## src/spm_defines.svh

```systemverilog
// spm sizing macros for bank count, bank depth and data width.

`ifndef SPM_DEFINES_SVH
`define SPM_DEFINES_SVH

// word-interleaved banks, low word-address bits pick the bank.
`define SPM_N_BANK 4

// depth of each bank in words.
`define SPM_N_WORDS 64

// width of a bus and bank word.
`define SPM_DATA_W 32

`endif

```

## src/spm_pkg.sv

```systemverilog
// spm shared types for bus widths, bank address fields and the port fsm.
`default_nettype none

`include "spm_defines.svh"

package spm_pkg;

  typedef logic [`SPM_DATA_W-1:0]   spm_data_t;  // one bus word.
  typedef logic [`SPM_DATA_W/8-1:0] spm_be_t;    // one enable per byte.

  // full byte address over all banks, 10 bits for 4 x 64 x 4 bytes.
  typedef logic [$clog2(`SPM_N_BANK*`SPM_N_WORDS*`SPM_DATA_W/8)-1:0] spm_addr_t;

  typedef logic [$clog2(`SPM_N_BANK)-1:0]  spm_bank_t;  // byte-address bits 3:2.
  typedef logic [$clog2(`SPM_N_WORDS)-1:0] spm_word_t;  // byte-address bits 9:4.
  typedef logic                            spm_id_t;    // initiator id.

  typedef enum logic [1:0] {
    PORT_IDLE = 2'd0,  // waiting for cyc and stb.
    PORT_REQ  = 2'd1,  // request held until grant.
    PORT_RESP = 2'd2   // response cycle, ack out.
  } port_state_e;

endpackage

`default_nettype wire

```

## src/tcdm_xbar.sv

```systemverilog
// crossbar from two initiators to the banks with per-bank round-robin and id-routed responses.
`default_nettype none

`include "spm_defines.svh"

module tcdm_xbar (
  input  wire                                       clk_i,
  input  wire                                       rstn_i,
  input  wire [1:0]                                 req_i,
  input  wire [1:0]                                 we_i,
  input  wire spm_pkg::spm_bank_t [1:0]             bank_i,
  input  wire spm_pkg::spm_word_t [1:0]             word_i,
  input  wire spm_pkg::spm_data_t [1:0]             wdata_i,
  input  wire spm_pkg::spm_be_t   [1:0]             be_i,
  input  wire spm_pkg::spm_data_t [`SPM_N_BANK-1:0] bank_rdata_i,
  input  wire [`SPM_N_BANK-1:0]                     bank_rid_i,
  output logic [1:0]                                gnt_o,
  output logic [1:0]                                rvalid_o,
  output spm_pkg::spm_data_t [1:0]                  rdata_o,
  output logic [`SPM_N_BANK-1:0]                    bank_req_o,
  output logic [`SPM_N_BANK-1:0]                    bank_we_o,
  output spm_pkg::spm_word_t [`SPM_N_BANK-1:0]      bank_word_o,
  output spm_pkg::spm_data_t [`SPM_N_BANK-1:0]      bank_wdata_o,
  output spm_pkg::spm_be_t   [`SPM_N_BANK-1:0]      bank_be_o,
  output logic [`SPM_N_BANK-1:0]                    bank_id_o
);

  localparam int unsigned N_PORT = 2;

  logic [`SPM_N_BANK-1:0][N_PORT-1:0] bank_gnt;  // grant matrix by bank and port.
  logic [N_PORT-1:0]                  rpend_q;   // granted last cycle.
  spm_pkg::spm_bank_t [N_PORT-1:0]    rbank_q;   // bank each port was granted.

  for (genvar b = 0; b < `SPM_N_BANK; b++) begin : gen_bank
    logic [N_PORT-1:0] hit;    // ports targeting this bank.
    spm_pkg::spm_id_t  win;    // selected port.
    spm_pkg::spm_id_t  rr_q;   // last winner here.

    assign hit[0] = req_i[0] && (bank_i[0] == spm_pkg::spm_bank_t'(b));
    assign hit[1] = req_i[1] && (bank_i[1] == spm_pkg::spm_bank_t'(b));

    always_comb begin
      if (&hit) begin
        win = ~rr_q;   // collision goes to the other side.
      end else begin
        win = hit[1];  // lone requester wins.
      end
    end

    // pointer moves on every grant and holds on idle banks.
    always_ff @(posedge clk_i or negedge rstn_i) begin
      if (!rstn_i) begin
        rr_q <= 1'b0;
      end else if (bank_req_o[b]) begin
        rr_q <= win;
      end
    end

    assign bank_req_o[b]   = |hit;
    assign bank_id_o[b]    = win;
    assign bank_we_o[b]    = we_i[win];
    assign bank_word_o[b]  = word_i[win];
    assign bank_wdata_o[b] = wdata_i[win];
    assign bank_be_o[b]    = be_i[win];

    assign bank_gnt[b][0] = hit[0] && !win;
    assign bank_gnt[b][1] = hit[1] && win;
  end

  always_comb begin
    gnt_o = '0;
    for (int b = 0; b < `SPM_N_BANK; b++) begin
      gnt_o = gnt_o | bank_gnt[b];  // each port hits one bank at most.
    end
  end

  always_ff @(posedge clk_i or negedge rstn_i) begin
    if (!rstn_i) begin
      rpend_q <= '0;
      rbank_q <= '0;
    end else begin
      rpend_q <= gnt_o;
      for (int p = 0; p < N_PORT; p++) begin
        if (gnt_o[p]) begin
          rbank_q[p] <= bank_i[p];
        end
      end
    end
  end

  for (genvar p = 0; p < N_PORT; p++) begin : gen_resp
    assign rdata_o[p]  = bank_rdata_i[rbank_q[p]];
    // the bank's own returned id must name this port.
    assign rvalid_o[p] = rpend_q[p] &&
                         (bank_rid_i[rbank_q[p]] == spm_pkg::spm_id_t'(p));

    // a waiting port holds req, so the pointer must serve it next.
    a_no_starve: assert property (
      @(posedge clk_i) disable iff (!rstn_i)
      (req_i[p] && !gnt_o[p]) |=> gnt_o[p]
    ) else $error("tcdm_xbar: port %0d lost arbitration twice", p);
  end

  // ports granted together must sit on different banks.
  a_one_gnt: assert property (
    @(posedge clk_i) disable iff (!rstn_i)
    (&gnt_o) |-> (bank_i[0] != bank_i[1])
  ) else $error("tcdm_xbar: bank %0d granted to both ports", bank_i[0]);

  a_gnt_has_req: assert property (
    @(posedge clk_i) disable iff (!rstn_i)
    (gnt_o & ~req_i) == '0
  ) else $error("tcdm_xbar: grant without request %b/%b", gnt_o, req_i);

endmodule

`default_nettype wire

```

## config.mk

```make
export PLATFORM = sky130hd
export DESIGN_NAME = tcdm_xbar
export DESIGN_NICKNAME = d
export VERILOG_FILES = /design/src/spm_pkg.sv /design/src/tcdm_xbar.sv
export VERILOG_INCLUDE_DIRS = /design/src
export SDC_FILE = /design/constraint.sdc
export NUM_CORES = 1
export LEC_CHECK = 0
export BUFFER_PORTS_ARGS = -buffer_cell sky130_fd_sc_hd__buf_4
export CAP_MARGIN = 20
export CORE_AREA = 2 2 185 187
export CTS_BUF_LIST = sky130_fd_sc_hd__clkbuf_16
export DETAILED_ROUTE_END_ITERATION = 6
export DIE_AREA = 0 0 187 189
export PLACE_DENSITY = 0.48
export SYNTH_ARGS = -nofsm -noshare
export SYNTH_HDL_FRONTEND = slang
export SYNTH_SLANG_ARGS = --single-unit
```

## constraint.sdc

```tcl
create_clock -name clk_i -period 1.5 [get_ports clk_i]
set_input_delay 0.3 -clock clk_i [delete_from_list [all_inputs] [get_ports clk_i]]
set_output_delay 0.3 -clock clk_i [all_outputs]
set_load 0.02 [all_outputs]
```

* Word-level counts from Yosys, hierarchy flattened *
Cells that the tools add are included.

word-level totals
  output and inout port bits = 248
  RAM bits = 0
  memories kept = 0
  bits of input ports = 226
  bits in latches = 0
  word-level logic and storage cells = 103
  bits in read-only memories = 0
  register bits after elaboration = 10

cells by class
  $lt $le $gt $ge = 6
  add/sub/neg operators = 0
  $mul = 0
  reductions and logical operators = 32
  bitwise operators = 8
  shift operators = 0
  divide/modulo/power cells = 0
  equality and inequality tests = 6
  muxes and demuxes = 44

operators with widths
  kind                                                                   number
  32-bit two-way mux                                                     10
  32-bit binary-select mux with 2-bit select                             2
  6-bit two-way mux                                                      8
  4-bit two-way mux                                                      8
  1-bit logical AND                                                      18
  1-bit two-way mux                                                      14
  2-bit == test (second input constant)                                  4
  1-bit by 2-bit < comparator with 1-bit output (second input constant)  4
  2-bit AND reduction                                                    4
  2-bit OR reduction                                                     4
  2-bit by 3-bit < comparator with 1-bit output (second input constant)  2
  2-bit OR                                                               3
  1-bit NOT                                                              5
  1-bit binary-select mux with 2-bit select                              2
  2-bit by 1-bit == test with 1-bit output (second input constant)       2
  1-bit logical NOT                                                      4
  2-bit logical NOT                                                      2

* Longest topological paths before layout *
Gate-level depths: netlist of the first run.

  word-level depth = 9
  gate-level depth with buffers = 6
  gate-level depth less buffers = 4

* Worst setup path before layout of the first run *
Ideal clock, no wire load.

  path type = flip-flop to output port
  start = reg rbank_q[0] (netlist bit)
  end = out rdata_o[10] (netlist bit)
  cell stages (with the launch flop) = 4
  setup slack = -0.196 ns
  required time = 1.200 ns
  buffers on the path = 2
  arrival = 1.396 ns
  cell sequence = dfrtp_1 > buf_2 > buf_2 > mux4_2

RTL lines
  element                           line             text
  start: declaration                tcdm_xbar.sv:32  spm_pkg::spm_bank_t [N_PORT-1:0] rbank_q;
  start signal: indexed assignment  tcdm_xbar.sv:85  rbank_q[p] <= bank_i[p];
  end: declaration                  tcdm_xbar.sv:19  output spm_pkg::spm_data_t [1:0] rdata_o,

==> results.md, run 1 <==
* Initial DRT Pass Iterations at 4
* Share of the synthesized area in the top cell type at around 45%
* Synthesized cell area at 0.004324 mm2
* Nets at 1,097
* Post-synthesis mux area share at between 70% and 80%
* Adder-cell share of the synthesized area at 0%
* Clk pwr share at 6.6%
* Final worst setup slack at -0.4830 ns
* Arrival @ worst endpoint at about 1.7 ns
* Worst setup startpoint: gen_bank[3].rr_q
* Routed Antenna Nets at 0
* DR iter-0 viols at ~140
* Gr usage total at 13.24%
* Post-synthesis compound-gate area fraction at between 1.5 and 2%
* Crit Path Category: reg -> out
* Slew Viols, Final at 0
* Routed WL at roughly 27,000 um
* Hold Violations, Final at 0
* Cell with the most instances after synthesis: mux2_2
* Hold Crit Depth at 2
* Slowest stage delay, CP at ~0.36 ns
* Area Growth Syn to Fin at 165.5%
* Fin crit period at between 1.5 and 2 ns
* Peak supply drop at approximately 310 uV
* Hold Slack at ~0.31 ns
* Worst hold path type: in -> reg
* Aggregate negative setup slack at -99.91 ns
* Synth Instances at roughly 330
* TritonCTS Buffers at 3
* LEAKAGE at around 5.7 nW
* Starting Density at between 10% and 20%
* Clk Latency, worst-skew pair at about 0.23 ns
* R2R Path End: rbank_q[0]
* Clk root buf: clkbuf_16
* Worst slew pin tran at around 0.28 ns
* Core area at about 0.033 mm2
* Core Util, Final at approximately 35%
* Worst setup EP type: output pin
* Synth Register Bits at 10
* Share of layout cells above drive strength 1 at a little over nine tenths
* Net Switching at approximately 2.8 mW
* Clock sinks at 10
* Final period utilization at 132.2%
* Vias at approximately 5,400
* CTS H-tree depth at 1
* First-pass GRT wire length at approximately 36,000 um
* Final GP Congestion at a little over 0.8
* Hold_sp: bank_i[0]
* Die height at 189 um
* Post-synthesis average cell area at 12.99 um2
* Max Freq at around 0.50 GHz
* Synth cell types at 32
* Warnings from Yosys at 0
* Sequential area share after synthesis at 5.787%
* Fillers at 3,353
* Placed Instances at 1,254
* Launch point of the worst reg-to-reg path: gen_bank[2].rr_q
* Worst Path Required at around 1.2 ns
* Maximum fanout along the worst path at 6
* Post-synth top flop: dfrtp_1
* CTS max path bufs at 2
* Syn Nets at 559
* Routed len/inst at a little over 20 um
* Register area at 252.7 um2
* Pin count of the biggest net entering global routing at 26
* Worst-path cell chain: nand4_1 > nand2b_4 > buf_12 > clkbuf_16 > mux2_4 > buf_6
* Reg2Reg Depth at 6
* IO Pins at between 400 and 500
* Pwr Density at just over 600 mW/mm2
* Most frequent cells after synthesis: 173 x mux2_2, 66 x mux4_2, 19 x buf_6
* Post-Layout Cell Count at ~1,300
* Worst slew margin at 81.65%
* Vias in the first global route at 5,590
* Async SR Flop Fraction at between 90% and 100%
* R2R setup slack at -0.18 ns
* Hold Path Sink: rbank_q[0]
* Sw Ratio at 39.86%
* Antenna violations before repair at 1
* Leading area contributor after synthesis: mux2_2
* DP HPWL at ~20,000 um
* Seq pwr share at between 5 and 6%
* Worst setup SP type: flip-flop
* Reg clk slew, reported paths at approximately 0.04 ns
* PortBufs at about 470
* Skew final at around 0.0011 ns
* Ranking of synthesized cells by area: mux2_2 45%, mux4_2 34%, dfrtp_1 5.8%
* Failing checks: negative setup slack
* Synth Area in XOR/XNOR at 0%
* Main combinational cell family by area after synthesis: multiplexers
* Slowest stage cell, crit path: dfrtp_1
* Status: complete, but fails checks
* Max-cap violation count at 0
* Number of synthesized flops with an enable pin at 0
* Simple-gate share of the synthesized area at under 10%
* Gate power share at 87.9%
* Internal at between 4 and 5 mW
* Unrepaired setup endpoints after global routing: yes
* Die width at ~190 um
* CTS tree: built
* Global route total overflow at 0
* Area occupied by multi-input gates at about 0.0045 mm2
* Residual DRC at 0
* Setup violators final at 247
* DIE AREA at 0.03534 mm2
* Vias per cell at 4.097
* Row cnt at 67
## critical path: cells and delay by family, from the launching register on
family,cells,cell delay [ns]
buf+inv,3,0.45
simple gates,2,0.30
mux,1,0.33
flops,1,0.36
## power groups by stage
| stage | combinational (mW) | clock (mW) | sequential [mW] |
|---|---|---|---|
| floorplan | 2.97 | 0 | 0.345 |
| global placement | 5.08 | 0 | 0.402 |
| detailed placement | 5.09 | 0 | 0.403 |
| CTS | 6.02 | 0.474 | 0.390 |
| global route | 6.53 | 0.501 | 0.396 |
| finish | 6.25 | 0.471 | 0.389 |
## cells by family after synthesis
kind of cell           Yosys count
flip-flops                      10
buffers and inverters           48
AND/OR/NAND/NOR                 24
AO/OA/AOI/OAI                   11
multiplexers                   240
## layout by cell type, fill, tap and decap left out, types with 8 or more instances in the layout
| cell type | n |
|---|---|
| buf_6 | 266 |
| clkbuf_16 | 12 |
| mux4_2 | 66 |
| dfrtp_1 | 8 |
| buf_4 | 246 |
| mux2_4 | 174 |
| buf_8 | 12 |
| buf_16 | 8 |
| buf_12 | 31 |
## layer usage
layer | track usage, % | part of all wire, %
met1 | 17.23 | 42
met2 | 23.73 | 52
met3 | 2.057 | 5.6
met4 | 1.435 | 1.2
met5 | 0 | 0
## worst max-delay path by stage
stage	slack, ns	to	cells past startpoint
after floorplan	-0.13	bank_wdata_o[32]	5
after global placement	-0.51	bank_we_o[0]	6
after detailed placement	-0.53	bank_we_o[0]	6
after CTS	-0.50	bank_we_o[3]	5
after global routing	-0.57	bank_wdata_o[102]	6
final	-0.48	bank_wdata_o[102]	6
## sequential cells by signal, indices dropped and copies added (netlist names)
register and cells:
gen_bank.rr_q 4, rbank_q 4, rpend_q 2
## metrics by stage
step | power, mW | area [um2] | setup slack [ns]
final | 7.105 | 11480 | -0.4830
after global placement | 5.480 | 9276 | -0.5062
after global routing | 7.428 | 11480 | -0.5708
after CTS | 6.881 | 10760 | -0.5050
after detailed placement | 5.496 | 9276 | -0.5254
after floorplan | 3.312 | 5026 | -0.1320
## final cells by class
| class | instances | area share [%] |
|---|---|---|
| repair buffers | 573 | 53.11 |
| multi-input cells | 275 | 38.81 |
| clock buffers | 3 | 0.6538 |
| well taps | 448 | 4.882 |
| inverters | 8 | 0.2833 |
| flip-flops and latches | 10 | 2.201 |
| clock inverters | 1 | 0.03269 |
| diodes | 1 | 0.02179 |
## what timing repair did
item | CTS | global route
buffers inserted | 27 | 18
pin swaps | 7 | 8
endpoints found under the hold margin | 10 | 0
gates resized for setup | 209 | 132
cloned | 11 | 12
setup endpoints to repair | 247 | 248
hold buffers | 1 | 0
No activity file was read; power rests on OpenSTA's default activity.
==> run 2: changes to the inputs <==
- SKIP_CTS_REPAIR_TIMING: not set -> 1
==> results.md, run 2 (synthesis results as in run 1) <==
* Area Growth Syn to Fin at 158.2% (was 165.5%)
* Slew Viols, Final at 0 (unchanged)
* Unrepaired setup endpoints after global routing: yes (unchanged)
* Pin count of the biggest net entering global routing at 28 (was 26)
* DR iter-0 viols at 101 (was 136)
* Die height at 189 um (unchanged)
* Aggregate negative setup slack at -101.26 ns (was -99.91 ns)
* Commonest non-fill, non-tap cell in the layout: buf_4 (was buf_6)
* Routed Antenna Nets at 0 (unchanged)
* Vias at 5,352 (was 5,404)
* Fin crit period at 1.957 ns (was 1.983 ns)
* Pwr Density at 614.6 mW/mm2 (was 618.8 mW/mm2)
* Routed len/inst at 19.91 um (was 20.21 um)
* Routed WL at 25,940 um (was 26,650 um)
* Final GP Congestion at 0.8232 (unchanged)
* Arrival @ worst endpoint at 1.66 ns (was 1.68 ns)
* DIE AREA at 0.03534 mm2 (unchanged)
* Antenna violations before repair at 1 (unchanged)
* Status: complete, but fails checks (unchanged)
* Vias per cell at 4.107 (was 4.097)
* Worst slew pin tran at 0.3045 ns (was 0.2753 ns)
* GRT busiest layer: met2 (unchanged)
* Most frequent cells in the layout: 256 x buf_4, 252 x buf_6, 173 x mux2_4, 66 x mux4_2, 29 x buf_12 (was 266 x buf_6, 246 x buf_4, 174 x mux2_4, 66 x mux4_2, 31 x buf_12)
* CTS max path bufs at 2 (unchanged)
* Met1 Use GR at 15.34% (was 17.23%)
* Core area at 0.03328 mm2 (unchanged)
* Setup violators final at 246 (was 247)
* Reg clk slew, reported paths at 0.04 ns (about the same)
* Worst Path Required at 1.20 ns (about the same)
* Hold Violations, Final at 0 (unchanged)
* DP HPWL at 19,560 um (unchanged)
* Vias in the first global route at 5,240 (was 5,590)
* Global-route met3 utilization at 1.854% (was 2.057%)
* Initial DRT Pass Iterations at 4 (unchanged)
* Row cnt at 67 (unchanged)
* Share of layout cells above drive strength 1 at 96.02% (was 96.55%)
* Clk root buf: clkbuf_16 (unchanged)
* Die width at 187 um (unchanged)
* First-pass GRT wire length at 33,040 um (was 36,130 um)
* Regs by FF count: gen_bank.rr_q: 4 flops, rbank_q: 4 flops, rpend_q: 2 flops (unchanged)
* Worst setup SP type: flip-flop (unchanged)
* Worst slew margin at 79.68% (was 81.65%)
* LEAKAGE at 5.555 nW (was 5.703 nW)
* R2R setup slack at -0.16 ns (was -0.18 ns)
* IO Pins at 474 (unchanged)
* Worst setup EP type: output pin (unchanged)
* Clk Latency, worst-skew pair at 0.23 ns (about the same)
* Gr usage total at 11.95% (was 13.24%)
* Residual DRC at 0 (unchanged)
* Max Freq at 0.5109 GHz (was 0.5043 GHz)
* TritonCTS Buffers at 3 (unchanged)
* Skew final at 0.0006533 ns (was 0.001075 ns)
* Worst hold path type: in -> reg (unchanged)
* Maximum fanout along the worst path at 6 (unchanged)
* Nets at 1,081 (was 1,097)
* Pwr Total at 6.861 mW (was 7.105 mW)
* Global route total overflow at 0 (unchanged)
* Final worst setup slack at -0.4574 ns (was -0.4830 ns)
* Peak supply drop at 326.1 uV (was 306.1 uV)
* GR Layer Usage met2 at 21.40% (was 23.73%)
* CTS H-tree depth at 1 (unchanged)
* Final period utilization at 130.5% (was 132.2%)
* Starting Density at 12.99% (unchanged)
* PortBufs at 473 (unchanged)
* Crit Path Category: reg -> out (unchanged)
* Setup WS pre-CTS at -0.5254 ns (unchanged)
* Failing checks: negative setup slack (unchanged)
* Max-cap violation count at 0 (unchanged)
* Clock sinks at 10 (unchanged)
* CTS tree: built (unchanged)
## run 2: cell types whose count changed in the layout (fill, tap and decap cells not counted), sizes merged
cell / change
buf: -20
clkbuf: +4
## run 2: critical path: stages (launching register included)
cell and delay, ns:
dfrtp_1 0.36, nand4_1 0.16, nand2b_4 0.15, buf_12 0.14, clkbuf_16 0.16, mux2_4 0.31
buf_6 0.13
## run 2: final cells by class
| type | instances | area, um2 |
|---|---|---|
| flip-flops and latches | 10 | 255.2 |
| multi-input cells | 275 | 4443 |
| fillers | 3383 | 22120 |
| clock inverters | 1 | 3.754 |
| diodes | 1 | 2.502 |
| repair buffers | 557 | 5791 |
| inverters | 8 | 32.53 |
| well taps | 448 | 560.5 |
| clock buffers | 3 | 75.07 |
## run 2: power by group
part           internal, mW  total [mW]  leakage [nW]  switching (mW)
Sequential            0.327       0.415         0.116          0.0880
Clock                 0.349       0.470        0.0385           0.121
Combinational          3.41        5.98          5.40            2.56
Total                  4.09        6.86          5.55            2.77
## run 2: through the flow
step | cells | util [%] | hold WS, ns | cell area, um2
2_1_floorplan | 333 | - | 0.004409 | 5026
3_3_place_gp | 1254 | 27.87 | 0.1416 | 9276
3_5_place_dp | 1254 | 27.87 | 0.1392 | 9276
4_1_cts | 1258 | 28.11 | -0.1074 | 9355
5_1_grt | 1302 | 33.54 | 0.3232 | 11160
6_report | 1303 | 33.54 | 0.3186 | 11160
## run 2: metal layers
metal	up-vias	wire, um
met4	0	438
met3	28	1386
met1	2677	10800
met2	236	13310
li1	2411	-
met5	-	0
## run 2: final timing paths
path / startpoint / to / cells after the start
worst max register to register: gen_bank[1].rr_q / rbank_q[2] / 8
worst min-delay path: bank_i[0] / rbank_q[0] / 2
worst max-delay path: gen_bank[3].rr_q / bank_wdata_o[103] / 6
max in group asynchronous: rstn_i / rbank_q[0] / 2
worst min register to register: gen_bank[2].rr_q / gen_bank[2].rr_q / 1
min in group asynchronous: rstn_i / rbank_q[0] / 2
