===== src/spm_defines.svh =====
// spm sizing macros for bank count, bank depth and data width.

`ifndef SPM_DEFINES_SVH
`define SPM_DEFINES_SVH

// word-interleaved banks, low word-address bits pick the bank.
`define SPM_N_BANK 4

// depth of each bank in words.
`define SPM_N_WORDS 64

// width of a bus and bank word.
`define SPM_DATA_W 32

`endif


===== src/spm_pkg.sv =====
// spm shared types for bus widths, bank address fields and the port fsm.
`default_nettype none

`include "spm_defines.svh"

package spm_pkg;

  typedef logic [`SPM_DATA_W-1:0]   spm_data_t;  // one bus word.
  typedef logic [`SPM_DATA_W/8-1:0] spm_be_t;    // one enable per byte.

  // full byte address over all banks, 10 bits for 4 x 64 x 4 bytes.
  typedef logic [$clog2(`SPM_N_BANK*`SPM_N_WORDS*`SPM_DATA_W/8)-1:0] spm_addr_t;

  typedef logic [$clog2(`SPM_N_BANK)-1:0]  spm_bank_t;  // byte-address bits 3:2.
  typedef logic [$clog2(`SPM_N_WORDS)-1:0] spm_word_t;  // byte-address bits 9:4.
  typedef logic                            spm_id_t;    // initiator id.

  typedef enum logic [1:0] {
    PORT_IDLE = 2'd0,  // waiting for cyc and stb.
    PORT_REQ  = 2'd1,  // request held until grant.
    PORT_RESP = 2'd2   // response cycle, ack out.
  } port_state_e;

endpackage

`default_nettype wire


===== src/wb_tcdm_port.sv =====
// wishbone classic slave port, one bank request per bus cycle, ack with the bank data.
`default_nettype none

module wb_tcdm_port (
  input  wire                     clk_i,
  input  wire                     rstn_i,
  input  wire                     wb_cyc_i,
  input  wire                     wb_stb_i,
  input  wire                     wb_we_i,
  input  wire spm_pkg::spm_addr_t wb_adr_i,
  input  wire spm_pkg::spm_data_t wb_dat_i,
  input  wire spm_pkg::spm_be_t   wb_sel_i,
  output spm_pkg::spm_data_t      wb_dat_o,
  output logic                    wb_ack_o,
  output logic                    tcdm_req_o,
  output logic                    tcdm_we_o,
  output spm_pkg::spm_bank_t      tcdm_bank_o,
  output spm_pkg::spm_word_t      tcdm_word_o,
  output spm_pkg::spm_data_t      tcdm_wdata_o,
  output spm_pkg::spm_be_t        tcdm_be_o,
  input  wire                     tcdm_gnt_i,
  input  wire                     tcdm_rvalid_i,
  input  wire spm_pkg::spm_data_t tcdm_rdata_i
);

  localparam int unsigned BYTE_OFS = $clog2($bits(spm_pkg::spm_be_t));  // 2 ignored bits.
  localparam int unsigned BANK_W   = $bits(spm_pkg::spm_bank_t);
  localparam int unsigned WORD_W   = $bits(spm_pkg::spm_word_t);

  spm_pkg::port_state_e state_q;
  spm_pkg::port_state_e state_d;
  logic                 cycle_start;  // new bus cycle taken in idle.
  logic                 we_q;
  spm_pkg::spm_bank_t   bank_q;
  spm_pkg::spm_word_t   word_q;
  spm_pkg::spm_data_t   wdata_q;
  spm_pkg::spm_be_t     be_q;

  assign cycle_start = (state_q == spm_pkg::PORT_IDLE) && wb_cyc_i && wb_stb_i;

  always_comb begin
    state_d = state_q;
    case (state_q)
      spm_pkg::PORT_IDLE: begin
        if (cycle_start) begin
          state_d = spm_pkg::PORT_REQ;
        end
      end
      spm_pkg::PORT_REQ: begin
        if (tcdm_gnt_i) begin
          state_d = spm_pkg::PORT_RESP;  // accepted, data comes next cycle.
        end
      end
      spm_pkg::PORT_RESP: state_d = spm_pkg::PORT_IDLE;
      default:            state_d = spm_pkg::PORT_IDLE;
    endcase
  end

  always_ff @(posedge clk_i or negedge rstn_i) begin
    if (!rstn_i) begin
      state_q <= spm_pkg::PORT_IDLE;
    end else begin
      state_q <= state_d;
    end
  end

  // request fields frozen for the whole arbitration wait.
  always_ff @(posedge clk_i) begin
    if (cycle_start) begin
      we_q    <= wb_we_i;
      bank_q  <= wb_adr_i[BYTE_OFS +: BANK_W];           // low word bits interleave.
      word_q  <= wb_adr_i[BYTE_OFS + BANK_W +: WORD_W];  // row inside the bank.
      wdata_q <= wb_dat_i;
      be_q    <= wb_sel_i;
    end
  end

  assign tcdm_req_o   = (state_q == spm_pkg::PORT_REQ);
  assign tcdm_we_o    = we_q;
  assign tcdm_bank_o  = bank_q;
  assign tcdm_word_o  = word_q;
  assign tcdm_wdata_o = wdata_q;
  assign tcdm_be_o    = be_q;

  assign wb_ack_o = (state_q == spm_pkg::PORT_RESP);         // single cycle strobe.
  assign wb_dat_o = tcdm_rvalid_i ? tcdm_rdata_i : '0;  // zero outside response.

  a_ack_in_cycle: assert property (
    @(posedge clk_i) disable iff (!rstn_i)
    wb_ack_o |-> (wb_cyc_i && wb_stb_i)
  ) else $error("wb_tcdm_port: ack without an open bus cycle");

  // the crossbar must answer exactly one cycle after the handshake.
  a_rvalid_timing: assert property (
    @(posedge clk_i) disable iff (!rstn_i)
    tcdm_rvalid_i |-> $past(tcdm_req_o && tcdm_gnt_i)
  ) else $error("wb_tcdm_port: rvalid without an accepted request");

endmodule

`default_nettype wire


===== config.mk =====
export PLATFORM = sky130hd
export DESIGN_NAME = wb_tcdm_port
export DESIGN_NICKNAME = d
export VERILOG_FILES = /design/src/spm_pkg.sv /design/src/wb_tcdm_port.sv
export VERILOG_INCLUDE_DIRS = /design/src
export SDC_FILE = /design/constraint.sdc
export NUM_CORES = 1
export LEC_CHECK = 0
export BUFFER_PORTS_ARGS = -buffer_cell sky130_fd_sc_hd__buf_4
export CAP_MARGIN = 20
export CORE_MARGIN = 2
export CORE_UTILIZATION = 32
export DETAILED_ROUTE_END_ITERATION = 10
export PLACE_DENSITY = 0.76
export REMOVE_ABC_BUFFERS = 1
export SLEW_MARGIN = 20
export SYNTH_ARGS = -nofsm -noshare
export SYNTH_HDL_FRONTEND = slang
export SYNTH_SLANG_ARGS = --single-unit

===== constraint.sdc =====
create_clock -name clk_i -period 4.3 [get_ports clk_i]
set_input_delay 0.43 -clock clk_i [delete_from_list [all_inputs] [get_ports clk_i]]
set_output_delay 0.43 -clock clk_i [all_outputs]
set_load 0.01 [all_outputs]

### Yosys cells after proc, flatten, opt, wreduce, memory -nomap -nowiden

Cells that the tools add are included.

| word-level totals | value |
|---|---|
| bits in registers | 47 |
| bits in latches | 0 |
| RAM bits | 0 |
| bits in read-only memories | 0 |
| input port bits | 85 |
| output and inout port bits | 79 |
| word-level logic and storage cells | 18 |
| memories kept | 0 |

| cells by class | value |
|---|---|
| $add $sub $neg | 0 |
| $mul | 0 |
| divide/modulo/power cells | 0 |
| order comparisons | 0 |
| equality and inequality tests | 4 |
| shifts and indexed selects | 0 |
| multiplexer cells | 4 |
| bitwise operators | 0 |
| reduce and logical (&&, ||, !) cells | 4 |

Operator list:

| operator | number |
|---|---|
| 32-bit 2-to-1 mux | 1 |
| 2-bit 2-to-1 mux | 2 |
| 2-bit case mux with 2 select lines | 1 |
| 2-bit by 1-bit == test with 1-bit output (second input constant) | 1 |
| 2-bit == test (second input constant) | 1 |
| 1-bit logical AND | 2 |
| 2-bit logical NOT | 1 |
| 2-bit by 1-bit inequality test with 1-bit output (second input constant) | 1 |
| 2-bit inequality test (second input constant) | 1 |
| 2-bit AND reduction | 1 |

### Longest topological paths before layout

Gate-level depths: netlist of the first run.

| logic depth | value |
|---|---|
| word-level depth | 5 |
| mapped depth | 2 |
| gate-level depth less buffers | 2 |

### Worst setup path before layout of the first run

Ideal clock, no wire load.

| path | value |
|---|---|
| path kind | input -> register |
| from | input port wb_stb_i |
| to | register bank_q[0] (netlist: tcdm_bank_o[0]), enable pin |
| library setup time | 0.503 ns |
| arrival time | 3.561 ns |
| required time | 3.797 ns |
| setup slack | 0.236 ns |
| stages | 2 |
| buffers on the path | 0 |
| cells stage by stage | nand2_1 -> nor3_1 |

| between the ends | value |
|---|---|
| longest elaborated chain between the ends | 1 |

RTL lines:

| what | line | source |
|---|---|---|
| start: declaration | wb_tcdm_port.sv:8 | `input wire wb_stb_i,` |
| 1-bit logical AND | wb_tcdm_port.sv:39 | `assign cycle_start = (state_q == spm_pkg::PORT_IDLE) && wb_cyc_i && wb_stb_i;` |
| via cycle_start | wb_tcdm_port.sv:32 | `logic cycle_start;` |
| end signal: assignment | wb_tcdm_port.sv:71 | `bank_q <= wb_adr_i[BYTE_OFS +: BANK_W];` |
| end: declaration | wb_tcdm_port.sv:34 | `spm_pkg::spm_bank_t bank_q;` |

The timed path passes the listed nets, and every way through them passes these cells.
A chain may end at the register's enable or synchronous reset.

### Worst setup path after layout of the first run

| path | value |
|---|---|
| from | register state_q[0] |
| to | output port wb_ack_o |

| between the ends | value |
|---|---|
| longest elaborated chain between the ends | 1 |

RTL lines:

| what | line | source |
|---|---|---|
| start: declaration | wb_tcdm_port.sv:30 | `spm_pkg::port_state_e state_q;` |
| start signal: assignment | wb_tcdm_port.sv:61 | `state_q <= spm_pkg::PORT_IDLE;` |
| start signal: assignment | wb_tcdm_port.sv:63 | `state_q <= state_d;` |
| 2-bit == test | wb_tcdm_port.sv:85 | `assign wb_ack_o = (state_q == spm_pkg::PORT_RESP);` |
| end: declaration | wb_tcdm_port.sv:14 | `output logic wb_ack_o,` |

Every way passes these cells.

==> reports/qor.txt, run 1 <==
Synth Instances -> 89
largest net degree at the start of global routing -> 33
CTS tree -> done
Seq/Total Area, Yosys -> 0.843
fmax -> 666 MHz
worst vdd ir -> 0.174 mV
Critical Path, Cell by Cell -> and2b_2 -> buf_4
Final Hold Violating Endpoints -> 0
Rows -> 26
Cell Count Post-Placement -> 319
distinct cell type count after synthesis -> 10
Fillers -> 411
leading area contributor after synthesis -> edfxtp_1
Final Critical Period -> 1.50 ns
Post-synth top flop -> edfxtp_1
CTS H-Tree Depth -> 2
Layout Nets -> 342
async set-reset flop share out of synthesis -> 0.0426
FF/Latch Area -> 1400 um2
Die W -> 76.1 um
Startpoint Class -> flop
initial drt markers -> 78
clk_lat worst skew -> 0.29 ns
vias -> 1420
Final Skew -> 0.00371 ns
worst-path maximum fanout -> 5
data required time of the worst path -> 3.87 ns
Seq pwr share -> 0.500
Root Buffer -> clkbuf_8
TNS Setup -> 0 ns
TritonCTS buffer count -> 5
ranking of synthesized cells by area -> edfxtp_1 81%, and2_1 12%, dfrtp_1 3.0%, buf_2 0.90%, and2b_2 0.53%
count leader, synth -> edfxtp_1
CP max stage delay -> 0.42 ns
WL per Instance -> 16.1 um
fin cells -> 328
Critical Path Slowest Stage Cell -> dfrtp_1
Arrival @ worst endpoint -> 1.07 ns
multi-input combinational cell area -> 251 um2
Cell Area, Synth -> 1660 um2
Synth top area share -> 0.813
Hold Crit Class -> in -> reg
postcts setup bufs -> 0
count of flip-flops with a built-in enable after synthesis -> 45
layout cells sized above 1 -> 0.667
vias in the first global route -> 1485
Routed Wire Length -> 5270 um
Clock Sinks -> 47
ant diodes -> 0
Avg Cell Area, Syn -> 18.7 um2
gr ovfl total -> 0
Die ar. -> 5790 um2
internal power -> 0.869 mW
leak pwr -> 1.42 nW
synthesis-to-layout area growth -> 86.8%
critical path type -> reg -> out
Tcrit/Tclk final -> 0.349
Vias/cell -> 4.33
GPL Wtd Cong -> 0.970
Synth top cells by count -> 45 x edfxtp_1, 33 x and2_1, 3 x buf_2, 2 x dfrtp_1
initial antenna violation count -> 0
I/O pins -> 164
dpl cell area -> 2960 um2
largest buffer count on any clock path -> 2
max cap viols -> 0
DRT antenna net count -> 0
Die Height -> 76.1 um
DRC -> 0
setup repair after global routing missed its margin -> no
final instance area -> 3110 um2
Seq cells post-synth -> 47
status -> finished, final reports clean
clock power share -> 0.339
Final Max Tran Viols -> 0
Net Sw Power -> 0.213 mW
yosys warns -> 0
core area -> 5070 um2
Final setup viols -> 0
number of hold buffers added after cts -> 1
Critical Path Sink Type -> primary output
Tightest Pin Transition -> 0.355 ns
post_cts resized -> 0
clock transition at the registers of the reported paths -> 0.08 ns
Combinational Power Share -> 0.161
DRT Pass-1 Iters -> 4
Sw Share -> 0.197
Max-Slew Margin vs Limit -> 0.763
input/output buffers -> 161
first-pass GRT wire length -> 7530 um
Initial Util -> 0.328
GRT Util Overall -> 0.178
pwr/cell area -> 348 nW/um2
## critical path, delay by kind of cell (launching register included)
| kind | cells | cell delay (ns) |
|---|---|---|
| simple gates | 1 | 0.23 |
| flops | 1 | 0.42 |
| buf+inv | 1 | 0.14 |
## path summary, 6_finish.rpt
path	end	cells past startpoint	slack (ns)	start
setup / recovery	wb_ack_o	2	2.80	state_q[0]$_DFFE_PN0P_
hold / removal	tcdm_wdata_o[27]$_DFFE_PP_	1	0.31	wb_dat_i[27]
setup reg to reg	tcdm_wdata_o[8]$_DFFE_PP_	2	2.96	state_q[0]$_DFFE_PN0P_
hold reg to reg	state_q[0]$_DFFE_PN0P_	1	0.56	state_q[0]$_DFFE_PN0P_
max in group asynchronous	state_q[0]$_DFFE_PN0P_	2	3.76	rstn_i
min in group asynchronous	state_q[1]$_DFFE_PN0P_	2	0.45	rstn_i
## power groups by stage
stage	logic (mW)	clock network, mW	registers (mW)
3_3_place_gp	0.172	0	0.550
2_1_floorplan	0.0348	0	0.565
4_1_cts	0.177	0.377	0.541
6_report	0.175	0.366	0.541
5_1_grt	0.185	0.394	0.544
3_5_place_dp	0.176	0	0.552
## layout make-up
cell class,instances,area share
Sequential cell,47,0.451
Multi-Input combinational cell,39,0.0810
Tap cell,70,0.0282
Timing Repair Buffer,164,0.397
Clock inverter,2,0.0193
Clock buffer,6,0.0234
## layout by cell type, fill, tap and decap left out, drive strengths merged
master       instances
nor3                 1
dlygate4sd3          1
nor2b                1
o31ai                1
edfxtp              45
clkbuf               6
and2                33
or3b                 1
bufinv               2
buf                163
nand2                1
dfrtp                2
and2b                1
## kinds of logic (layout without fill, tap and decap cells)
logic type             after synthesis  after routing  share of synthesized area
flip-flops                          47             47                      0.843
AND/OR/NAND/NOR                     38             38                      0.144
buffers and inverters                3            172                    0.00903
AO/OA/AOI/OAI                        1              1                    0.00452
## sequential cells by signal, indices dropped and copies added, names as in the netlist
signal,count
tcdm_bank_o,2
tcdm_be_o,4
tcdm_wdata_o,32
tcdm_word_o,6
tcdm_we_o,1
state_q,2
## through the flow
step / hold slack [ns] / setup WS [ns] / total power [mW] / utilization
after global placement: 0.213 / 2.86 / 0.722 / 0.584
after global routing: 0.285 / 2.74 / 1.12 / 0.612
after detailed placement: 0.216 / 2.86 / 0.728 / 0.584
final: 0.309 / 2.80 / 1.08 / 0.612
after CTS: 0.296 / 2.77 / 1.09 / 0.612
after floorplan: 0.134 / 0.236 / 0.600 / -
## layer usage
metal,global-route usage,part of all wire,up-vias
met3,0.0711,0.11,11
met1,0.144,0.29,640
met5,0,0,-
li1,-,-,649
met2,0.371,0.57,120
met4,0.0655,0.024,0
No activity file was read; power rests on OpenSTA's default activity.
==> run 2: changes to the inputs <==
--- a/config.mk
+++ b/config.mk
@@ -6,12 +6,13 @@
 export SDC_FILE = /design/constraint.sdc
 export NUM_CORES = 1
 export LEC_CHECK = 0
+export ABC_AREA = 1
 export BUFFER_PORTS_ARGS = -buffer_cell sky130_fd_sc_hd__buf_4
 export CAP_MARGIN = 20
 export CORE_MARGIN = 2
-export CORE_UTILIZATION = 32
+export CORE_UTILIZATION = 36
 export DETAILED_ROUTE_END_ITERATION = 10
-export PLACE_DENSITY = 0.76
+export PLACE_DENSITY = 0.79
 export REMOVE_ABC_BUFFERS = 1
 export SLEW_MARGIN = 20
 export SYNTH_ARGS = -nofsm -noshare
==> constraint.sdc (replaced) <==
create_clock -name clk_i -period 1.45 [get_ports clk_i]
set_input_delay 0.145 -clock clk_i [delete_from_list [all_inputs] [get_ports clk_i]]
set_output_delay 0.145 -clock clk_i [all_outputs]
set_load 0.01 [all_outputs]
==> reports/qor.txt, run 2 <==
Startpoint Class -> flop
DRT antenna net count -> 0 (unchanged)
leak pwr -> 1.64 nW (+16%)
Sw Share -> 0.222 (+0.0255)
Combinational Power Share -> 0.182 (+0.021)
initial antenna violation count -> 0 (unchanged)
Fillers -> 315 (-23%)
Final Hold Violating Endpoints -> 0 (unchanged)
CP max stage delay -> 0.41 ns (about the same)
WP buf/inv -> 2 (+1)
Final Skew -> 0.00785 ns (+0.00413 ns)
Arrival @ worst endpoint -> 1.20 ns (+0.13 ns)
setup repair after global routing missed its margin -> no
async set-reset flop share out of synthesis -> 0.0426 (unchanged)
ranking of synthesized cells by area -> edfxtp_1 78%, inv_1 8.0%, nand2_1 7.6%, dfrtp_1 2.9%, buf_6 2.0%
Final Critical Period -> 1.22 ns
clock transition at the registers of the reported paths -> 0.08 ns (about the same)
met2 GRT Util -> 0.305 (-0.0652)
Seq/Total Area, Yosys -> 0.812 (-0.0311)
leading area contributor after synthesis -> edfxtp_1
Critical Path Sink Type -> flop
DRC -> 0 (unchanged)
Setup crit start -> state_q[0]$_DFFE_PN0P_
ant diodes -> 0 (unchanged)
Routed Wire Length -> 4640 um (-12%)
Synth top cells by count -> 45 x edfxtp_1, 37 x inv_1, 35 x nand2_1, 3 x buf_6, 3 x nor2_1
count of flip-flops with a built-in enable after synthesis -> 45 (unchanged)
Final setup viols -> 0 (unchanged)
FF/Latch Area -> 1400 um2 (unchanged)
first-pass GRT wire length -> 6470 um (-14%)
synthesis-to-layout area growth -> 78.6%
fmax -> 823 MHz
Final Max Tran Viols -> 0 (unchanged)
Hold Crit Class -> in -> reg
worst vdd ir -> 0.429 mV (+150%)
clock power share -> 0.256 (-0.083)
CTS H-Tree Depth -> 2 (unchanged)
Post-synth top flop -> edfxtp_1
CP top delay family -> flip-flops
DRT Pass-1 Iters -> 4 (unchanged)
Root Buffer -> clkbuf_8
Global Route met3 Usage -> 0.0562 (-0.0148)
Seq cells post-synth -> 47 (unchanged)
R2R Path Start -> state_q[0]$_DFFE_PN0P_
initial drt markers -> 68 (-13%)
post-DP HPWL -> 3790 um
largest net degree at the start of global routing -> 46 (+39%)
multi-input combinational cell area -> 153 um2 (-39%)
input/output buffers -> 161 (unchanged)
largest buffer count on any clock path -> 2 (unchanged)
CTS tree -> done
internal power -> 2.22 mW (+160%)
WL per Instance -> 13.3 um (-17%)
Final Util -> 0.662 (+0.0496)
layout cells sized above 1 -> 0.573 (-0.0938)
Final Power -> 2.85 mW (+160%)
max cap viols -> 0 (unchanged)
GPL Wtd Cong -> 0.749 (-23%)
Die Height -> 73.3 um (-3.7%)
hold_ws -> 0.0283 ns (-0.281 ns)
GRT Util Overall -> 0.161 (-0.0172)
commonest cells after routing, fill and taps aside -> 161 x buf_4, 45 x edfxtp_1, 36 x inv_1, 35 x nand2_1, 5 x clkbuf_8
max reg flops -> 32 (unchanged)
Synth Instances -> 127 (+43%)
Clock Sinks -> 47 (unchanged)
I/O pins -> 164 (unchanged)
status -> finished, final reports clean
Max-Slew Margin vs Limit -> 0.811 (+0.0473)
Cell Area, Synth -> 1730 um2 (+3.8%)
pwr/cell area -> 924 nW/um2 (+170%)
Synth top area share -> 0.783 (-0.0300)
Net Sw Power -> 0.633 mW (+200%)
vias in the first global route -> 1423 (-4.2%)
count leader, synth -> edfxtp_1
Die W -> 73.3 um (-3.7%)
Seq pwr share -> 0.562 (+0.062)
postcts setup bufs -> 0 (unchanged)
Initial Util -> 0.370 (+0.0428)
TritonCTS buffer count -> 5 (unchanged)
Tightest Pin Transition -> 0.284 ns (-0.0710 ns)
vias -> 1525 (+7.4%)
most common cell after layout, fill and taps aside -> buf_4
Critical Path Slowest Stage Cell -> dfrtp_1
met1 usage in global routing -> 0.161 (+0.0166)
distinct cell type count after synthesis -> 8 (-2)
TNS Setup -> 0 ns (unchanged)
global route hottest layer -> met2
yosys warns -> 0 (unchanged)
Critical Path, Cell by Cell -> nor2_1 -> nand2_1 -> clkinv_1 -> buf_12
Layout Nets -> 379 (+11%)
data required time of the worst path -> 1.43 ns (-2.44 ns)
Rows -> 25 (-3.8%)
critical path type -> reg -> reg
worst-path maximum fanout -> 45 (+40)
Hold Crit Start -> wb_adr_i[8]
clk_lat worst skew -> 0.29 ns (about the same)
Avg Cell Area, Syn -> 13.6 um2 (-27%)
Vias/cell -> 4.37 (+0.93%)
gr ovfl total -> 0 (unchanged)
Die ar. -> 5370 um2 (-7.3%)
core area -> 4660 um2 (-8.2%)
Tcrit/Tclk final -> 0.838
-- run 2: repair_timing --
item,4_1_cts,5_1_grt
endpoints found under the hold margin,2,0
hold buffers,1,0
gates resized for setup,0,0
-- run 2: worst register-to-register path, stage by stage (launching register included) --
cell and delay, ns:
dfrtp_1 0.41, nor2_1 0.11, nand2_1 0.08, clkinv_1 0.07, buf_12 0.23
-- run 2: cell families after synthesis --
kind of cell,after synthesis,synth area share
flops,47,0.812
simple gates,40,0.0884
buf+inv,40,0.100
-- run 2: path summary, 6_finish.rpt --
check | to | slack (ns) | cells past startpoint
setup / recovery | tcdm_wdata_o[25]$_DFFE_PP_ | 0.23 | 4
max in group asynchronous | state_q[1]$_DFFE_PN0P_ | 1.17 | 2
min in group asynchronous | state_q[0]$_DFFE_PN0P_ | 0.20 | 2
hold reg to reg | state_q[1]$_DFFE_PN0P_ | 0.49 | 1
setup reg to reg | tcdm_wdata_o[25]$_DFFE_PP_ | 0.23 | 4
hold / removal | tcdm_word_o[4]$_DFFE_PP_ | 0.03 | 1
-- run 2: routing by layer --
layer / vias up / share of wire / routed length [um]
met3: 4 / 0.13 / 614
met2: 112 / 0.54 / 2500
li1: 723 / - / -
met5: - / 0 / 0
met4: 0 / 0.0099 / 46
met1: 686 / 0.32 / 1470
-- run 2: through the flow --
stage,setup slack (ns),instance area (um2),instances
6_report,0.234,3080,349
5_1_grt,0.151,3080,349
4_1_cts,0.232,3080,349
3_5_place_dp,0.239,2990,340
3_3_place_gp,0.256,2990,340
2_1_floorplan,-0.385,1690,124
-- run 2: cell type report --
type                            count  area share
Clock inverter                      2     0.00406
Timing Repair Buffer              163       0.402
Inverter                           37      0.0450
Multi-Input combinational cell     40      0.0495
Tap cell                           54      0.0219
Clock buffer                        6      0.0235
Sequential cell                    47       0.454
-- run 2: power by group through the flow --
stage	registers (mW)	logic, mW	clock network, mW
CTS	1.60	0.526	0.756
global placement	1.63	0.509	0
finish	1.60	0.519	0.730
global route	1.61	0.561	0.806
detailed placement	1.63	0.523	0
floorplan	1.67	0.106	0
==> run 3: changes to the inputs <==
--- a/config.mk
+++ b/config.mk
@@ -10,9 +10,9 @@
 export BUFFER_PORTS_ARGS = -buffer_cell sky130_fd_sc_hd__buf_4
 export CAP_MARGIN = 20
 export CORE_MARGIN = 2
-export CORE_UTILIZATION = 36
+export CORE_UTILIZATION = 32
 export DETAILED_ROUTE_END_ITERATION = 10
-export PLACE_DENSITY = 0.79
+export PLACE_DENSITY = 0.75
 export REMOVE_ABC_BUFFERS = 1
 export SLEW_MARGIN = 20
 export SYNTH_ARGS = -nofsm -noshare
==> constraint.sdc (replaced) <==
create_clock -name clk_i -period 1.05 [get_ports clk_i]
set_input_delay 0.105 -clock clk_i [delete_from_list [all_inputs] [get_ports clk_i]]
set_output_delay 0.105 -clock clk_i [all_outputs]
set_load 0.01 [all_outputs]
==> reports/qor.txt, run 3 (synthesis gave the netlist of run 2 again) <==
Routed Wire Length -> 6090 um (+31%)
clk_lat worst skew -> 0.30 ns (about the same)
Vias/cell -> 4.22 (-3.3%)
Tcrit/Tclk final -> 1.10 (+0.266)
Tightest Pin Transition -> 0.274 ns (-0.00943 ns)
TritonCTS buffer count -> 5 (unchanged)
Startpoint Class -> flop
worst-path maximum fanout -> 12 (-73%)
Final Max Tran Viols -> 0 (unchanged)
initial drt markers -> 96 (+41%)
largest net degree at the start of global routing -> 33 (-28%)
vias -> 1753 (+15%)
Final Power -> 4.72 mW (+66%)
Root Buffer -> clkbuf_8
Final Hold Violating Endpoints -> 0 (unchanged)
status -> finished with violations
leak pwr -> 1.90 nW (+16%)
Arrival @ worst endpoint -> 1.18 ns (-0.02 ns)
Sw Share -> 0.213 (-0.00904)
commonest cells after routing, fill and taps aside -> 159 x buf_4, 46 x dlygate4sd3_1, 45 x edfxtp_1, 34 x nand2_1, 34 x inv_1
setup repair after global routing missed its margin -> yes
clock transition at the registers of the reported paths -> 0.08 ns (about the same)
Critical Path Slowest Stage Cell -> dfrtp_1
Final Util -> 0.718 (+0.0562)
worst hold path cell count -> 3 (+2)
CTS tree -> done
DRT Pass-1 Iters -> 4 (unchanged)
most common cell after layout, fill and taps aside -> buf_4
Seq pwr share -> 0.470 (-0.092)
Initial Util -> 0.334 (-0.0367)
CTS H-Tree Depth -> 2 (unchanged)
Final setup viols -> 47 (+47)
internal power -> 3.72 mW (+68%)
post-DP HPWL -> 3920 um (+3.4%)
Rows -> 26 (+4.0%)
Critical Path, Cell by Cell -> nor2_2 -> nand2_2 -> clkinv_4 -> clkbuf_16
worst setup margin -> -0.110 ns (-0.344 ns)
GPL Wtd Cong -> 0.759 (+1.3%)
max cap viols -> 0 (unchanged)
input/output buffers -> 161 (unchanged)
worst vdd ir -> 0.731 mV (+70%)
I/O pins -> 164 (unchanged)
max reg flops -> 32 (unchanged)
Final Skew -> 0.00654 ns (-0.00131 ns)
largest buffer count on any clock path -> 2 (unchanged)
postcts setup bufs -> 0 (unchanged)
Clock Sinks -> 47 (unchanged)
DRT antenna net count -> 0 (unchanged)
Combinational Power Share -> 0.205 (+0.023)
Hold Crit Class -> in -> reg
WL per Instance -> 14.7 um (+10%)
failing checks -> negative setup slack
layout cells sized above 1 -> 0.525 (-0.0482)
first-pass GRT wire length -> 8630 um (+34%)
fmax -> 862 MHz (+4.8%)
Layout Nets -> 429 (+13%)
Die W -> 77.5 um (+5.7%)
DRC -> 0 (unchanged)
vias in the first global route -> 1764 (+24%)
pwr/cell area -> 1270 nW/um2 (+38%)
Die ar. -> 6000 um2 (+12%)
Max-Slew Margin vs Limit -> 0.817 (+0.00629)
clock power share -> 0.325 (+0.069)
GRT Util Overall -> 0.189 (+0.0280)
data required time of the worst path -> 1.07 ns (-0.36 ns)
initial antenna violation count -> 0 (unchanged)
r2r worst-path depth -> 4 (unchanged)
critical path type -> reg -> reg
CP max stage delay -> 0.41 ns (about the same)
synthesis-to-layout area growth -> 115%
ant diodes -> 0 (unchanged)
Final Critical Period -> 1.16 ns (-0.0557 ns)
Net Sw Power -> 1.01 mW (+59%)
gr ovfl total -> 0 (unchanged)
Critical Path Sink Type -> flop
DP Worst Slack -> -0.0977 ns (-0.337 ns)
Die Height -> 77.5 um (+5.7%)
hold_ws -> 0.0670 ns (+0.0387 ns)
core area -> 5170 um2 (+11%)
run 3: cell count changes in the layout (fill, tap and decap cells not counted), sizes merged:
cell / before / now
dlygate4sd3: 1 / 46
buf: 162 / 166
bufinv: 0 / 2
clkbuf: 6 / 7
clkinv: 2 / 1
clkinvlp: 1 / 0
run 3: timing repair:
item | 4_1_cts | 5_1_grt
hold buffers | 46 | 0
gates resized for setup | 7 | 12
hold endpoints to repair | 47 | 0
gates cloned | 0 | 1
endpoints found under the setup margin | 47 | 47
run 3: power groups by stage:
stage / registers (mW) / clock network [mW] / logic, mW
floorplan: 2.30 / 0 / 0.147
global placement: 2.25 / 0 / 0.732
detailed placement: 2.25 / 0 / 0.748
CTS: 2.21 / 1.53 / 0.905
global route: 2.23 / 1.63 / 1.03
finish: 2.22 / 1.53 / 0.969
run 3: final timing paths:
path | endpoint | slack, ns | startpoint
min in group asynchronous | state_q[1]$_DFFE_PN0P_ | 0.12 | rstn_i
min | state_q[1]$_DFFE_PN0P_ | 0.07 | tcdm_gnt_i
max | tcdm_wdata_o[2]$_DFFE_PP_ | -0.11 | state_q[0]$_DFFE_PN0P_
max in group asynchronous | state_q[0]$_DFFE_PN0P_ | 0.84 | rstn_i
min reg2reg | state_q[1]$_DFFE_PN0P_ | 0.60 | state_q[1]$_DFFE_PN0P_
max reg2reg | tcdm_wdata_o[2]$_DFFE_PP_ | -0.11 | state_q[0]$_DFFE_PN0P_
run 3: metal layers:
layer	vias to the layer above	share of wire	GRT usage
li1	824	-	-
met1	792	0.35	0.205
met2	126	0.55	0.357
met3	11	0.081	0.0500
met4	0	0.018	0.0571
met5	-	0	0
run 3: cell type report:
type                    count  area [um2]
clock inverters             2        60.1
flip-flops and latches     47        1400
inverters                  37         149
clock buffers               6        72.6
well taps                  70        87.6
fillers                   324        1460
multi-input cells          40         173
repair buffers            213        1770
run 3: critical path, delay by kind of cell, from the launching register on:
kind | cells | cell delay (ns)
buffers and inverters | 2 | 0.25
flip-flops | 1 | 0.41
AND/OR/NAND/NOR | 2 | 0.22
run 3: metrics by stage:
step           TNS (ns)  instances  instance area [um2]
2_1_floorplan    -35.30        124                 1690
3_3_place_gp      -3.15        360                 3040
3_5_place_dp      -3.57        360                 3040
4_1_cts           -4.31        414                 3650
5_1_grt           -7.01        415                 3710
6_report          -4.52        415                 3710
